`src/source/dispatch_pkg.sv`:
```
package dispatch_pkg;

	// ~~~~~~~~~~~~~~~~~~~~~~~~~~~~~~~~~~~~~~~~~~~~~~~~~~~~~~~~~~~
	// Sizes.
	// ~~~~~~~~~~~~~~~~~~~~~~~~~~~~~~~~~~~~~~~~~~~~~~~~~~~~~~~~~~~
	localparam int NUM_CHANNELS = 20; // Channels served by the arbiter.
	localparam int CHAN_IDX_W = 5;    // Enough for 0..19.
	localparam int DATA_W = 16;       // Payload word.
	localparam int COUNT_W = 16;      // Drop and dispatch counters.

	// ~~~~~~~~~~~~~~~~~~~~~~~~~~~~~~~~~~~~~~~~~~~~~~~~~~~~~~~~~~~
	// Types.
	// ~~~~~~~~~~~~~~~~~~~~~~~~~~~~~~~~~~~~~~~~~~~~~~~~~~~~~~~~~~~
	typedef logic [CHAN_IDX_W-1:0] chan_idx_t;    // Channel number.
	typedef logic [NUM_CHANNELS-1:0] chan_mask_t; // One bit per channel.
	typedef logic [DATA_W-1:0] word_t;            // Data word.
	typedef logic [COUNT_W-1:0] count_t;          // Event counter, wraps.

	// Control FSM, one issue cycle then one grant cycle.
	typedef enum logic {
		ISSUE = 1'b0, // Ask the arbiter for the next channel.
		GRANT = 1'b1  // Pop the granted slot if gnt came back.
	} ctrl_state_t;

endpackage
```
`src/source/arb_if.sv`:
```
`timescale 1ns/10ps

interface arb_if (
	input logic clk
);
	import dispatch_pkg::*;

	chan_mask_t req; // Full slots, from the store.
	logic en;        // Advance the arbiter this cycle.
	chan_idx_t sel;  // Current arbiter pointer.
	logic gnt;       // Registered, en and any req.

	modport arbiter (input req, input en, output sel, output gnt);
	modport store (output req, input sel);
	modport ctrl (output en, input gnt, input sel);

	// Issue and grant cycles alternate, so en and gnt never overlap.
	a_en_gnt_apart: assert property (@(posedge clk) !(en === 1'b1 && gnt === 1'b1))
		else $error("arb_if: en and gnt high in the same cycle");

endinterface

```
`src/source/rr_dispatch_top.sv`:
```
`timescale 1ns/10ps

module rr_dispatch_top (
	input logic clk,
	input logic reset,
	input logic run,
	input logic in_valid,
	input dispatch_pkg::chan_idx_t in_chan,
	input dispatch_pkg::word_t in_data,
	output logic out_valid,
	output dispatch_pkg::chan_idx_t out_chan,
	output dispatch_pkg::word_t out_data,
	output dispatch_pkg::count_t drop_count,
	output dispatch_pkg::count_t dispatch_count
);
	import dispatch_pkg::*;

	logic pop;      // Granted slot leaves this cycle.
	word_t rd_data; // Slot at the arbiter pointer.

	arb_if arb_bus (.clk(clk)); // Store, arbiter and control.

	// ~~~~~~~~~~~~~~~~~~~~~~~~~~~~~~~~~~~~~~~~~~~~~~~~~~~~~~~~~~~
	// Instances.
	// ~~~~~~~~~~~~~~~~~~~~~~~~~~~~~~~~~~~~~~~~~~~~~~~~~~~~~~~~~~~
	rr_arb20 u_arb (
		.clk(clk),
		.reset(reset),
		.arb(arb_bus.arbiter)
	);

	channel_store u_store (
		.clk(clk),
		.reset(reset),
		.in_valid(in_valid),
		.in_chan(in_chan),
		.in_data(in_data),
		.pop(pop),
		.arb(arb_bus.store),
		.rd_data(rd_data),
		.drop_count(drop_count)
	);

	dispatch_ctrl u_ctrl (
		.clk(clk),
		.reset(reset),
		.run(run),
		.arb(arb_bus.ctrl),
		.pop(pop)
	);

	dispatch_out u_out (
		.clk(clk),
		.reset(reset),
		.pop(pop),
		.sel(arb_bus.sel), // Same pointer the store reads with.
		.rd_data(rd_data),
		.out_valid(out_valid),
		.out_chan(out_chan),
		.out_data(out_data),
		.dispatch_count(dispatch_count)
	);

endmodule

```
`src/source/dispatch_out.sv`:
```
`timescale 1ns/10ps

module dispatch_out (
	input logic clk,
	input logic reset,
	input logic pop,
	input dispatch_pkg::chan_idx_t sel,
	input dispatch_pkg::word_t rd_data,
	output logic out_valid,
	output dispatch_pkg::chan_idx_t out_chan,
	output dispatch_pkg::word_t out_data,
	output dispatch_pkg::count_t dispatch_count
);

	// ~~~~~~~~~~~~~~~~~~~~~~~~~~~~~~~~~~~~~~~~~~~~~~~~~~~~~~~~~~~
	// Output strobe and payload.
	// ~~~~~~~~~~~~~~~~~~~~~~~~~~~~~~~~~~~~~~~~~~~~~~~~~~~~~~~~~~~
	always_ff @(posedge clk) begin
		if (reset) begin
			out_valid <= 1'b0;
		end else begin
			out_valid <= pop; // One cycle, no back-pressure.
		end
	end

	always_ff @(posedge clk) begin
		if (pop) begin
			out_chan <= sel;      // Pointer names the channel.
			out_data <= rd_data;  // Slot contents before the clear.
		end
	end

	// Words handed out since reset.
	always_ff @(posedge clk) begin
		if (reset) begin
			dispatch_count <= '0;
		end else if (pop) begin
			dispatch_count <= dispatch_count + 1'b1;
		end
	end

endmodule

```
`src/source/dispatch_ctrl.sv`:
```
`timescale 1ns/10ps

module dispatch_ctrl (
	input logic clk,
	input logic reset,
	input logic run,
	arb_if.ctrl arb,
	output logic pop
);
	import dispatch_pkg::*;

	ctrl_state_t state;      // Current state.
	ctrl_state_t state_next; // State after this edge.

	// ~~~~~~~~~~~~~~~~~~~~~~~~~~~~~~~~~~~~~~~~~~~~~~~~~~~~~~~~~~~
	// State register and next state.
	// ~~~~~~~~~~~~~~~~~~~~~~~~~~~~~~~~~~~~~~~~~~~~~~~~~~~~~~~~~~~
	always_ff @(posedge clk) begin
		if (reset) begin
			state <= ISSUE;
		end else begin
			state <= state_next;
		end
	end

	always_comb begin
		state_next = state;
		case (state)
			ISSUE: begin
				if (run) begin
					state_next = GRANT; // Arbiter moves at this edge.
				end
			end
			GRANT: begin
				state_next = ISSUE; // Always one cycle, run or not.
			end
			default: begin
				state_next = ISSUE;
			end
		endcase
	end

	// Outputs decode the state directly.
	assign arb.en = (state == ISSUE) && run;  // One-cycle request.
	assign pop = (state == GRANT) && arb.gnt; // Only if a slot was full.

	// Pointer must hold steady across the edge that ends GRANT.
	a_no_en_in_grant: assert property (@(posedge clk) disable iff (reset)
		(state == GRANT) |=> $stable(arb.sel))
		else $error("dispatch_ctrl: pointer moved after GRANT");

endmodule

```
`src/source/channel_store.sv`:
```
`timescale 1ns/10ps

module channel_store (
	input logic clk,
	input logic reset,
	input logic in_valid,
	input dispatch_pkg::chan_idx_t in_chan,
	input dispatch_pkg::word_t in_data,
	input logic pop,
	arb_if.store arb,
	output dispatch_pkg::word_t rd_data,
	output dispatch_pkg::count_t drop_count
);
	import dispatch_pkg::*;

	word_t slot_mem [NUM_CHANNELS]; // One word per channel.
	chan_mask_t slot_valid;         // Slot holds a word.
	logic chan_ok;                  // Channel number is in range.
	logic wr_accept;                // Write lands in an empty slot.
	logic wr_drop;                  // Write is thrown away.

	// ~~~~~~~~~~~~~~~~~~~~~~~~~~~~~~~~~~~~~~~~~~~~~~~~~~~~~~~~~~~
	// Write side.
	// ~~~~~~~~~~~~~~~~~~~~~~~~~~~~~~~~~~~~~~~~~~~~~~~~~~~~~~~~~~~
	assign chan_ok = in_chan < NUM_CHANNELS;
	// A slot being popped is still valid here, so that write drops too.
	assign wr_accept = in_valid && chan_ok && !slot_valid[in_chan];
	assign wr_drop = in_valid && !wr_accept;

	always_ff @(posedge clk) begin
		if (wr_accept) begin
			slot_mem[in_chan] <= in_data; // Payload only, no reset.
		end
	end

	always_ff @(posedge clk) begin
		if (reset) begin
			slot_valid <= '0;
		end else begin
			if (pop) begin
				slot_valid[arb.sel] <= 1'b0; // Granted word leaves.
			end
			if (wr_accept) begin
				slot_valid[in_chan] <= 1'b1; // Never the popped slot.
			end
		end
	end

	always_ff @(posedge clk) begin
		if (reset) begin
			drop_count <= '0;
		end else if (wr_drop) begin
			drop_count <= drop_count + 1'b1;
		end
	end

	// ~~~~~~~~~~~~~~~~~~~~~~~~~~~~~~~~~~~~~~~~~~~~~~~~~~~~~~~~~~~
	// Read side.
	// ~~~~~~~~~~~~~~~~~~~~~~~~~~~~~~~~~~~~~~~~~~~~~~~~~~~~~~~~~~~
	assign arb.req = slot_valid;        // Full slots ask for service.
	assign rd_data = slot_mem[arb.sel]; // Word under the pointer.

	// The arbiter only grants a full slot, so a pop never hits an empty one.
	a_pop_valid: assert property (@(posedge clk) disable iff (reset)
		pop |-> slot_valid[arb.sel])
		else $error("channel_store: pop of empty slot %0d", arb.sel);

endmodule

```
`src/source/rr_arb20.sv`:
```
`timescale 1ns/10ps

module rr_arb20 (
	input logic clk,
	input logic reset,
	arb_if.arbiter arb
);
	import dispatch_pkg::*;

	chan_idx_t ptr;                 // Round-robin pointer.
	chan_mask_t rot_req;            // Requests seen from the pointer.
	chan_idx_t pri_off;             // Distance to the next requester.
	logic [CHAN_IDX_W:0] ptr_sum;   // Pointer plus offset, one spare bit.
	logic [CHAN_IDX_W:0] ptr_wrap;  // Same, less one full turn.
	chan_idx_t next_ptr;            // Pointer after this cycle.

	// ~~~~~~~~~~~~~~~~~~~~~~~~~~~~~~~~~~~~~~~~~~~~~~~~~~~~~~~~~~~
	// Rotate right by cnt, so bit i is request (i + cnt) mod 20.
	// ~~~~~~~~~~~~~~~~~~~~~~~~~~~~~~~~~~~~~~~~~~~~~~~~~~~~~~~~~~~
	function automatic chan_mask_t rot20(input chan_mask_t din, input chan_idx_t cnt);
		chan_mask_t s16;
		chan_mask_t s8;
		chan_mask_t s4;
		chan_mask_t s2;
		s16 = cnt[4] ? {din[15:0], din[19:16]} : din; // By 16.
		s8 = cnt[3] ? {s16[7:0], s16[19:8]} : s16;     // By 8.
		s4 = cnt[2] ? {s8[3:0], s8[19:4]} : s8;        // By 4.
		s2 = cnt[1] ? {s4[1:0], s4[19:2]} : s4;        // By 2.
		return cnt[0] ? {s2[0], s2[19:1]} : s2;        // By 1.
	endfunction

	// Lowest set bit from index 1 up; bit 0 is the pointer itself.
	function automatic chan_idx_t pri20(input chan_mask_t din);
		chan_idx_t off;
		off = '0; // Nothing else asks, stay put.
		for (int i = NUM_CHANNELS - 1; i >= 1; i--) begin
			if (din[i]) begin
				off = chan_idx_t'(i); // Lower index overrides.
			end
		end
		return off;
	endfunction

	// ~~~~~~~~~~~~~~~~~~~~~~~~~~~~~~~~~~~~~~~~~~~~~~~~~~~~~~~~~~~
	// Next pointer.
	// ~~~~~~~~~~~~~~~~~~~~~~~~~~~~~~~~~~~~~~~~~~~~~~~~~~~~~~~~~~~
	assign rot_req = rot20(arb.req, ptr);
	assign pri_off = pri20(rot_req);

	always_comb begin
		ptr_sum = {1'b0, ptr} + {1'b0, pri_off};                // At most 19 + 19.
		ptr_wrap = ptr_sum - (CHAN_IDX_W + 1)'(NUM_CHANNELS); // Modulo 20.
		if (ptr_sum >= (CHAN_IDX_W + 1)'(NUM_CHANNELS)) begin
			next_ptr = ptr_wrap[CHAN_IDX_W-1:0];
		end else begin
			next_ptr = ptr_sum[CHAN_IDX_W-1:0];
		end
	end

	always_ff @(posedge clk) begin
		if (reset) begin
			ptr <= '0;
			arb.gnt <= 1'b0;
		end else begin
			if (arb.en) begin
				ptr <= next_ptr; // Move only when asked.
			end
			arb.gnt <= arb.en & (|arb.req); // Grant valid in the next cycle.
		end
	end

	assign arb.sel = ptr; // Pointer doubles as the select.

	// Slot index stays in range across every wrap.
	a_sel_range: assert property (@(posedge clk) disable iff (reset)
		arb.sel < NUM_CHANNELS)
		else $error("rr_arb20: sel %0d out of range", arb.sel);

endmodule

```
`config.mk`:
```
export PLATFORM = sky130hd
export DESIGN_NAME = rr_dispatch_top
export DESIGN_NICKNAME = d
export VERILOG_FILES = /design/src/source/dispatch_pkg.sv /design/src/source/arb_if.sv /design/src/source/rr_dispatch_top.sv /design/src/source/dispatch_out.sv /design/src/source/dispatch_ctrl.sv /design/src/source/channel_store.sv /design/src/source/rr_arb20.sv
export SDC_FILE = /design/constraint.sdc
export NUM_CORES = 1
export LEC_CHECK = 0
export BUFFER_PORTS_ARGS = -buffer_cell sky130_fd_sc_hd__buf_2
export CAP_MARGIN = 10
export CORE_MARGIN = 4
export CORE_UTILIZATION = 40
export CTS_CLUSTER_SIZE = 20
export DETAILED_ROUTE_END_ITERATION = 12
export GPL_TIMING_DRIVEN = 0
export PLACE_DENSITY = 0.64
export SETUP_SLACK_MARGIN = 0.4
export SYNTH_ARGS = -nofsm -noshare
export SYNTH_HDL_FRONTEND = slang
export SYNTH_SLANG_ARGS = --single-unit
export TNS_END_PERCENT = 30
```
`constraint.sdc`:
```
create_clock -name clk -period 7.48 [get_ports clk]
set_input_delay 0.374 -clock clk [delete_from_list [all_inputs] [get_ports clk]]
set_output_delay 0.374 -clock clk [all_outputs]
set_load 0.03 [all_outputs]
```
==> impl_metrics.csv, run 1 <==
group,metric,value,unit
synth,synth_ff_type,"edfxtp_1",
synth,synthCells,1054,
clock_tree,cts_max_level,2,
layout,final_cell_mix,"edfxtp_1, mux4_2, buf_2",
synth,async_flop_share,0,
route,drc,0,
layout,multi_input_area,5730,µm²
clock_tree,cts_resized,0,
grt,overflow,0,
floorplanning,core,43100,µm²
synth,synthesis.nets,1089,
worst_setup_path,cp-end-kind,"flop",
route,routed_wl,40.2,mm
clock_tree,numCtsBuffers,41,
floorplanning,ioPinCount,79,
layout,layout_commonest_cell,"edfxtp_1",
worst_setup_path,worstSetupPathType,"flop to flop",
power_and_ir_drop,power,6170,µW
power_and_ir_drop,powerDensity,305,nW/µm²
grt,grt_pass1_vias,10300,
floorplanning,die_x,217,µm
timing,tightest_slew,0.988,ns
clock_tree,root_buffer,"clkbuf_16",
clock_tree,clock_sink_count,401,
floorplanning,die-area,47000,µm²
power_and_ir_drop,peakVddDrop,0.222,mV
grt,antenna_found_initial,2,
place,dpl.hpwl,27.4,mm
min_path,hp-class,"input port to flop",
route,dr.pass1.iters,5,
status,status,"finished clean",
synth,ys_ff_latch,401,
timing,final-setup-viol-count,0,
layout,nNetsFinal,1227,
timing,fin_setup_tns,0,ns
route,ant_nets,0,
synth,avgSynthCellArea,16.5,µm²
timing,final-hold-violation-count,0,
route,vias,10100,
synth,synth-warning-count,0,
synth,synth_cell_types,68,
layout,drive_above_1_share,0.288,
route,wl_per_cell,22.2,µm
clock_tree,path_clk_slew,0.06,ns
floorplanning,dieHeight,217,µm
clock_tree,cts_tree,"built",
layout,regArea,11400,µm²
timing,finClkSkew,0.0184,ns
timing,rsz0062_at_grt,"no",
grt,grt_pass1_wl,62.1,mm
layout,fillers,3658,
clock_tree,cts_hold_buf,0,
route,vias_per_cell,5.59,
synth,yosysSeqAreaShare,0.657,
timing,maxSlewHeadroom,0.342,
clock_tree,insertion_delay,0.57,ns
synth,synth_edf_count,341,
worst_setup_path,start_kind,"flop",
place,port_buffers,75,
job,max_cap_violations,0,
timing,finalCritPeriodShare,0.735,
floorplanning,start_util,0.404,
floorplanning,placementRows,76,
worst_setup_path,cp_data_required_time,7.89,ns
clock_tree,cts_setup_buffers,0,
grt,grt_usage,0.172,
timing,min_period,5.50,ns
timing,slew_violations,0,
power_and_ir_drop,p_leak,0.00667,µW
worst_setup_path,arrival,5.91,ns
place,globalplace.congestion,0.878,
layout,area_growth_syn_to_layout,16.2,%
timing,fmax,182,MHz
clock_tree,clock_path_buffers,3,
worst_setup_path,crit_fanout,10,
route,drt_iter0_drc,848,
synth,syn_area,17400,µm²
grt,grt_start_max_net_pins,29,
[per-layer routing]
metal,vias to the layer above,GRT usage,wire length (µm)
li1,4504,-,-
met1,5201,0.231,16800
met5,-,0,13
met4,2,0.0512,895
met3,64,0.0286,2600
met2,338,0.289,19900
[power by group]
| part | total (µW) | switching (µW) | internal [µW] |
|---|---|---|---|
| combinational | 1630 | 902 | 724 |
| sequential | 2490 | 19.8 | 2470 |
| clock | 2060 | 851 | 1210 |
[sequential cells by signal (all words and copies together) (netlist names)]
register,flops
u_arb.arb.gnt,1
u_arb.arb.sel,5
u_ctrl.state,1
u_out.dispatch_count,16
u_out.out_chan,5
u_out.out_data,16
u_out.out_valid,1
u_store.arb.req,20
u_store.drop_count,16
u_store.slot_mem,320
[Yosys cell counts, drive strengths merged, types with 2 or more instances]
| cell | n | area [µm²] |
|---|---|---|
| o21ai | 34 | 174 |
| buf | 27 | 151 |
| nand3b | 3 | 22.5 |
| nor4 | 5 | 31.3 |
| and4 | 4 | 35.0 |
| nor3b | 3 | 27.5 |
| o2111ai | 2 | 17.5 |
| mux4 | 110 | 2500 |
| nand2 | 73 | 274 |
| a211oi | 5 | 37.5 |
| nor3 | 5 | 30.0 |
| or2 | 6 | 37.5 |
| a21oi | 8 | 40.0 |
| a21o | 3 | 22.5 |
| xor2 | 22 | 193 |
| inv | 9 | 33.8 |
| mux2i | 20 | 216 |
| o21a | 3 | 22.5 |
| or4 | 2 | 15.0 |
| a31oi | 2 | 12.5 |
| a311oi | 5 | 43.8 |
| edfxtp | 341 | 10200 |
| nand2b | 7 | 43.8 |
| mux2 | 57 | 642 |
| o21bai | 2 | 15.0 |
| a22oi | 17 | 128 |
| nor2b | 8 | 50.1 |
| xnor2 | 8 | 70.1 |
| o22a | 2 | 17.5 |
| nor2 | 78 | 295 |
| dfxtp | 60 | 1200 |
| o211ai | 2 | 15.0 |
| nand3 | 21 | 105 |
| or3 | 2 | 12.5 |
| and3 | 11 | 68.8 |
| clkbuf | 30 | 113 |
| o22ai | 23 | 144 |
| a221o | 3 | 30.0 |
| nand4 | 7 | 43.8 |
| ha | 9 | 113 |
[worst max-delay path: stages (launching register included)]
cell and delay [ns]:
dfxtp_1 0.55, buf_1 0.51, clkbuf_1 0.56, buf_1 0.73
nor2_1 0.10, o21ai_0 0.27, a31oi_1 0.16, o21ai_1 0.21
a21oi_1 0.15, ha_1 0.30, a21o_1 0.18, a21oi_1 0.21
xnor2_1 0.20, ha_1 0.24, nand2_1 0.06, a221o_1 0.40
nor3b_1 0.16, a211oi_1 0.27, a211oi_1 0.08
[metrics by stage]
stage / cell area, µm² / instances / utilization / hold slack, ns / setup WS (ns)
global placement: 18500 / 1714 / 0.430 / 0.460 / 2.03
CTS: 20200 / 1808 / 0.469 / 0.152 / 1.99
floorplan: 17400 / 1054 / - / 0.431 / 3.03
global route: 20200 / 1809 / 0.470 / 0.181 / 1.50
finish: 20200 / 1810 / 0.470 / 0.191 / 1.98
detailed placement: 18900 / 1733 / 0.438 / 0.473 / 2.03
[cells by family after synthesis]
| logic type | count (synthesis) | share of synthesized area |
|---|---|---|
| AO/OA/AOI/OAI | 118 | 0.0448 |
| adder cells (fa/ha/maj) | 10 | 0.00761 |
| AND/OR/NAND/NOR | 241 | 0.0658 |
| flip-flops | 401 | 0.657 |
| multiplexers | 187 | 0.193 |
| XOR/XNOR | 30 | 0.0151 |
| buffers and inverters | 67 | 0.0173 |
[worst paths after layout]
check                    from  cells after the start                    end  slack (ns)
max          u_arb.arb.sel[1]                     18       u_arb.arb.sel[4]        1.98
min                     reset                      3  u_store.drop_count[6]        0.19
max reg2reg  u_arb.arb.sel[1]                     18       u_arb.arb.sel[4]        1.98
min reg2reg  u_arb.arb.sel[0]                      0      u_out.out_chan[0]        0.49
[final cells by class]
type,instances,share of cell area
Tap cell,585,0.0362
Clock buffer,48,0.0530
Buffer,57,0.0130
Timing Repair Buffer,95,0.0340
Clock inverter,27,0.0137
Sequential cell,401,0.565
Inverter,10,0.00185
Antenna cell,1,0.000124
Multi-Input combinational cell,586,0.283
Note: power is estimated with default switching activity, not from simulation.
==> inputs of run 2 (changes only) <==
- ABC_AREA: unset -> 1
- clock period: 7.48 -> 5.2 ns (I/O delays scaled with it)
==> impl_metrics.csv, run 2 <==
group,metric,value,unit
status,status,"finished clean",
synth,ys_ff_latch,401,
power_and_ir_drop,power_frac_seq,0.384,
synth,synth_top_area_frac,0.613,
floorplanning,ioPinCount,79,
route,ant_nets,0,
timing,finClkSkew,0.00904,ns
min_path,hp-class,"input port to flop",
worst_setup_path,cp_data_required_time,5.67,ns
floorplanning,dieHeight,212,µm
grt,grt_usage,0.196,
place,port_buffers,77,
route,vias_per_cell,5.54,
layout,largest_reg_flops,320,
clock_tree,clock_path_buffers,3,
worst_setup_path,worst-path-stages,19,
synth,yosysSeqAreaShare,0.685,
clock_tree,cts_max_level,2,
timing,final-setup-viol-count,0,
floorplanning,core,41000,µm²
worst_setup_path,slowest_stage,"clkbuf_1",
synth,syn_area,16700,µm²
synth,synth_ff_type,"edfxtp_1",
power_and_ir_drop,power,9390,µW
synth,synth_cell_types,49,
synth,synthesis.nets,1441,
worst_setup_path,worstSetupPathType,"flop to flop",
job,max_cap_violations,0,
worst_setup_path,crit_path_end,"u_arb.arb.sel[3]",
worst_setup_path,crit_buf_inv,5,
synth,avgSynthCellArea,11.9,µm²
synth,yosysMostFrequentCell,"edfxtp_1",
route,wl_per_cell,21.4,µm
place,dpl.hpwl,31.0,mm
grt,grt_pass1_wl,67.2,mm
worst_setup_path,arrival,4.76,ns
synth,synthCells,1406,
timing,slew_violations,0,
timing,whs,0.106,ns
synth,synth-warning-count,0,
timing,fin_ws,0.907,ns
timing,final-hold-violation-count,0,
place,preCtsSetupSlack,0.472,ns
synth,synth_common_cells,"edfxtp_1, nand2_1, a22oi_1, a21oi_1, inv_1",
clock_tree,path_clk_slew,0.06,ns
clock_tree,insertion_delay,0.55,ns
route,drt_iter0_drc,996,
power_and_ir_drop,p_leak,0.00670,µW
layout,nNetsFinal,1584,
synth,synth_edf_count,341,
floorplanning,start_util,0.407,
grt,overflow,0,
timing,finalCritPeriodShare,0.826,
power_and_ir_drop,peakVddDrop,0.329,mV
layout,layout_commonest_cell,"edfxtp_1",
timing,tightest_slew,0.991,ns
grt,grt_pass1_vias,11400,
synth,synthTopCellsByArea,"edfxtp_1, dfxtp_1, a22oi_1",
grt,grt_start_max_net_pins,21,
clock_tree,cts_hold_buf,0,
timing,min_period,4.29,ns
route,dr.pass1.iters,5,
layout,final_cell_mix,"edfxtp_1, nand2_1, a22oi_1",
worst_setup_path,path_cells,"clkbuf_1, nor2_2, clkbuf_1, nand3_1, and3_1, inv_1, nand2_1, ha_1, fa_1, xor2_1, inv_1, ha_1, inv_1, nor2_1, o21ai_2, nand2_1, o21ai_0, nand2_1, a21oi_1",
worst_setup_path,reg2reg_to,"u_arb.arb.sel[3]",
floorplanning,die-area,45100,µm²
worst_setup_path,start_kind,"flop",
timing,maxSlewHeadroom,0.339,
worst_setup_path,r2r_cells,19,
power_and_ir_drop,switching_share,0.342,
worst_setup_path,cp-end-kind,"flop",
floorplanning,placementRows,74,
route,drc,0,
synth,synth_top_area_cell,"edfxtp_1",
power_and_ir_drop,switchingPower,3210,µW
min_path,min_path_cells,4,
worst_setup_path,critical-path-max-stage-delay,0.66,ns
worst_setup_path,startpoint,"u_arb.arb.sel[0]",
worst_setup_path,crit_fanout,10,
clock_tree,clock_sink_count,401,
timing,rsz0062_at_grt,"no",
timing,fmax,233,MHz
synth,async_flop_share,0,
clock_tree,root_buffer,"clkbuf_16",
route,routed_wl,45.2,mm
floorplanning,die_x,212,µm
worst_setup_path,r2r_start,"u_arb.arb.sel[0]",
route,vias,11700,
layout,area_growth_syn_to_layout,17.1,%
layout,drive_above_1_share,0.138,
power_and_ir_drop,powerDensity,480,nW/µm²
worst_setup_path,rrSetupSlack,0.91,ns
power_and_ir_drop,power.clock.fraction,0.307,
place,globalplace.congestion,0.873,
timing,fin_setup_tns,0,ns
min_path,hold_start,"run",
worst_setup_path,critical_path.top_delay_family,"buffers and inverters",
power_and_ir_drop,combPwrFrac,0.309,
clock_tree,numCtsBuffers,43,
layout,largest_register,"u_store.slot_mem",
clock_tree,cts_tree,"built",
grt,antenna_found_initial,1,
power_and_ir_drop,internal_power,6170,µW
[run 2: worst min-delay path by stage]
stage | end | slack [ns]
3_3_place_gp | u_out.dispatch_count[15] | 0.44
6_report | u_arb.arb.sel[2] | 0.11
4_1_cts | u_arb.arb.sel[2] | 0.09
2_1_floorplan | u_store.slot_mem[0][0] | 0.36
3_5_place_dp | u_out.dispatch_count[15] | 0.44
5_1_grt | u_store.slot_mem[18][9] | 0.13
[run 2: area by class of cell]
type | instances | area (µm²)
Antenna cell | 1 | 2.50
Buffer | 68 | 314
Clock buffer | 49 | 1100
Clock inverter | 27 | 220
Fill cell | 3675 | 21500
Inverter | 104 | 394
Multi-Input combinational cell | 833 | 4620
Sequential cell | 401 | 11400
Tap cell | 532 | 666
Timing Repair Buffer | 98 | 801
[run 2: metal layers]
metal | global-route usage | routed length (µm)
met5 | 0 | 0
met3 | 0.0360 | 3150
met1 | 0.265 | 19200
met2 | 0.319 | 21500
met4 | 0.0691 | 1360
[run 2: kinds of logic after synthesis]
kind of cell             synth area share
buffers and inverters              0.0421
XOR/XNOR                          0.00367
AND/OR/NAND/NOR                     0.116
flip-flops                          0.685
AO/OA/AOI/OAI                       0.144
adder cells (fa/ha/maj)           0.00794
multiplexers                      0.00120
[run 2: metrics by stage]
step | area (µm²) | util | std cells
after CTS | 19500 | 0.476 | 2112
after detailed placement | 18200 | 0.444 | 2036
after floorplan | 16700 | - | 1406
final | 19600 | 0.477 | 2113
after global routing | 19600 | 0.477 | 2112
after global placement | 17800 | 0.433 | 2015
[run 2: power by group through the flow]
stage | Combinational, µW | Clock, µW | Sequential, µW
2_1_floorplan | 1960 | 0 | 3660
3_3_place_gp | 2810 | 0 | 3670
3_5_place_dp | 2860 | 0 | 3670
4_1_cts | 2880 | 2940 | 3600
5_1_grt | 3240 | 3060 | 3600
6_report | 2900 | 2880 | 3600
[run 2: timing repair]
action | CTS | global route
gates resized for setup | 0 | 10
setup buffers | 0 | 0
setup endpoints to repair | 0 | 3
[run 2: worst min-delay path, stage by stage]
cell and delay, ns:
buf_2 0.10, inv_1 0.04, nor2_1 0.08, a21oi_1 0.14
==> inputs of run 3 (changes only) <==
- clock period: 5.2 -> 3.95 ns (I/O delays scaled with it)
==> impl_metrics.csv, run 3 (synthesized netlist as in run 2, its figures left out) <==
group,metric,value,unit
status,status,"finished clean",
job,max_cap_violations,0,
route,dr.pass1.iters,5,
clock_tree,numCtsBuffers,42,
route,vias_per_cell,5.64,
layout,final_cells,2119,
clock_tree,clock_path_buffers,3,
timing,slew_violations,0,
timing,min_period,3.84,ns
worst_setup_path,crit_fanout,10,
layout,drive_above_1_share,0.167,
place,globalplace.congestion,0.915,
route,routed_wl,45.7,mm
clock_tree,cts_max_level,2,
route,drc,0,
worst_setup_path,start_kind,"flop",
grt,grt_pass1_wl,68.5,mm
grt,antenna_found_initial,1,
timing,final-hold-violation-count,0,
floorplanning,placementRows,74,
layout,layout_commonest_cell,"edfxtp_1",
layout,largest_reg_flops,320,
timing,maxSlewHeadroom,0.377,
floorplanning,dieHeight,212,µm
layout,largest_register,"u_store.slot_mem",
grt,overflow,0,
timing,fmax,260,MHz
route,ant_nets,0,
power_and_ir_drop,powerDensity,637,nW/µm²
layout,multi_input_area,4790,µm²
worst_setup_path,cp-end-kind,"flop",
place,dpl.hpwl,31.2,mm
layout,fillers,3556,
floorplanning,core,41000,µm²
layout,nNetsFinal,1589,
timing,final-setup-viol-count,0,
power_and_ir_drop,p_leak,0.00680,µW
place,dpl.cell_count,2035,
timing,fin_ws,0.105,ns
route,vias,11900,
clock_tree,cts_tree,"built",
layout,regArea,11400,µm²
worst_setup_path,arrival,4.32,ns
worst_setup_path,worstSetupPathType,"flop to flop",
min_path,hp-class,"input port to flop",
grt,grt_pass1_vias,11500,
floorplanning,die-area,45100,µm²
route,drt_iter0_drc,1130,
layout,area_growth_syn_to_layout,18.7,%
clock_tree,clock_sink_count,401,
clock_tree,insertion_delay,0.56,ns
worst_setup_path,cp_data_required_time,4.43,ns
place,port_buffers,77,
floorplanning,ioPinCount,79,
timing,finalCritPeriodShare,0.973,
timing,fin_setup_tns,0,ns
clock_tree,root_buffer,"clkbuf_16",
grt,grt_usage,0.199,
floorplanning,die_x,212,µm
timing,tightest_slew,0.935,ns
timing,rsz0062_at_grt,"yes",
power_and_ir_drop,peakVddDrop,0.420,mV
layout,insertedDiodeCount,0,
place,preCtsSetupSlack,-0.620,ns
floorplanning,start_util,0.407,
grt,grt_start_max_net_pins,28,
layout,final_cell_mix,"edfxtp_1, nand2_1, a22oi_1",
clock_tree,path_clk_slew,0.06,ns
route,wl_per_cell,21.6,µm
timing,finClkSkew,0.0186,ns
[run 3: cell types whose count changed in the layout (fill, tap and decap cells not counted), moves of 5 or more]
cell,previous run,this run
buf_4,3,10
nand2_1,218,212
nand2_2,1,7
nand3_1,83,67
nand3_2,0,16
o21ai_0,71,66
[run 3: power breakdown]
part / switching (µW) / total [µW] / internal, µW
registers: 47.7 / 4740 / 4690
clock network: 1630 / 3790 / 2160
logic: 2690 / 4100 / 1410
total: 4370 / 12600 / 8260
[run 3: worst paths after layout]
path	cells past startpoint	end	slack [ns]	startpoint
worst min-delay path	1	u_store.slot_mem[15][0]	0.04	in_data[0]
worst max register to register	21	u_arb.arb.sel[3]	0.11	u_arb.arb.sel[1]
worst max-delay path	21	u_arb.arb.sel[3]	0.11	u_arb.arb.sel[1]
worst min register to register	1	u_out.dispatch_count[15]	0.46	u_out.dispatch_count[15]
[run 3: critical path: stages, from the launching register on]
cell,delay (ns)
dfxtp_2,0.45
inv_1,0.08
clkbuf_2,0.20
nor2_4,0.31
buf_2,0.39
nand3_1,0.13
and3_1,0.25
inv_1,0.10
nand2_1,0.06
a21oi_1,0.16
ha_2,0.32
a21oi_2,0.16
nand3_1,0.08
nand2_1,0.14
ha_2,0.17
nor3b_2,0.15
nor2_1,0.07
o21ai_2,0.20
nand2_1,0.07
o21ai_1,0.09
nand2_1,0.06
a21oi_1,0.12
[run 3: timing repair]
action	in CTS	in global routing
resized for setup	35	41
setup buffers	5	1
pin swaps	5	8
hold buffers	0	0
endpoints found under the setup margin	4	4
gates cloned	0	1
[run 3: final cells by class]
class	count	share of cell area
Inverter	104	0.0201
Timing Repair Buffer	104	0.0431
Clock buffer	57	0.0590
Buffer	68	0.0175
Tap cell	532	0.0336
Multi-Input combinational cell	833	0.242
Clock inverter	20	0.00745
Sequential cell	401	0.578
[run 3: layer usage]
metal	up-vias	part of all wire	routed length, µm	track usage
met5	-	0.00028	13	0
met2	513	0.48	21800	0.324
li1	5525	-	-	-
met4	2	0.022	1020	0.0578
met3	70	0.082	3770	0.0409
met1	5837	0.42	19100	0.273
[run 3: through the flow]
step                hold slack, ns  area [µm²]   util  power (µW)
global route                0.0470       19800  0.483       13300
CTS                         0.0176       19700  0.480       12500
finish                      0.0417       19800  0.483       12600
global placement             0.435       17800  0.433        8550
floorplan                    0.296       16700      -        7420
detailed placement           0.455       18200  0.444        8590
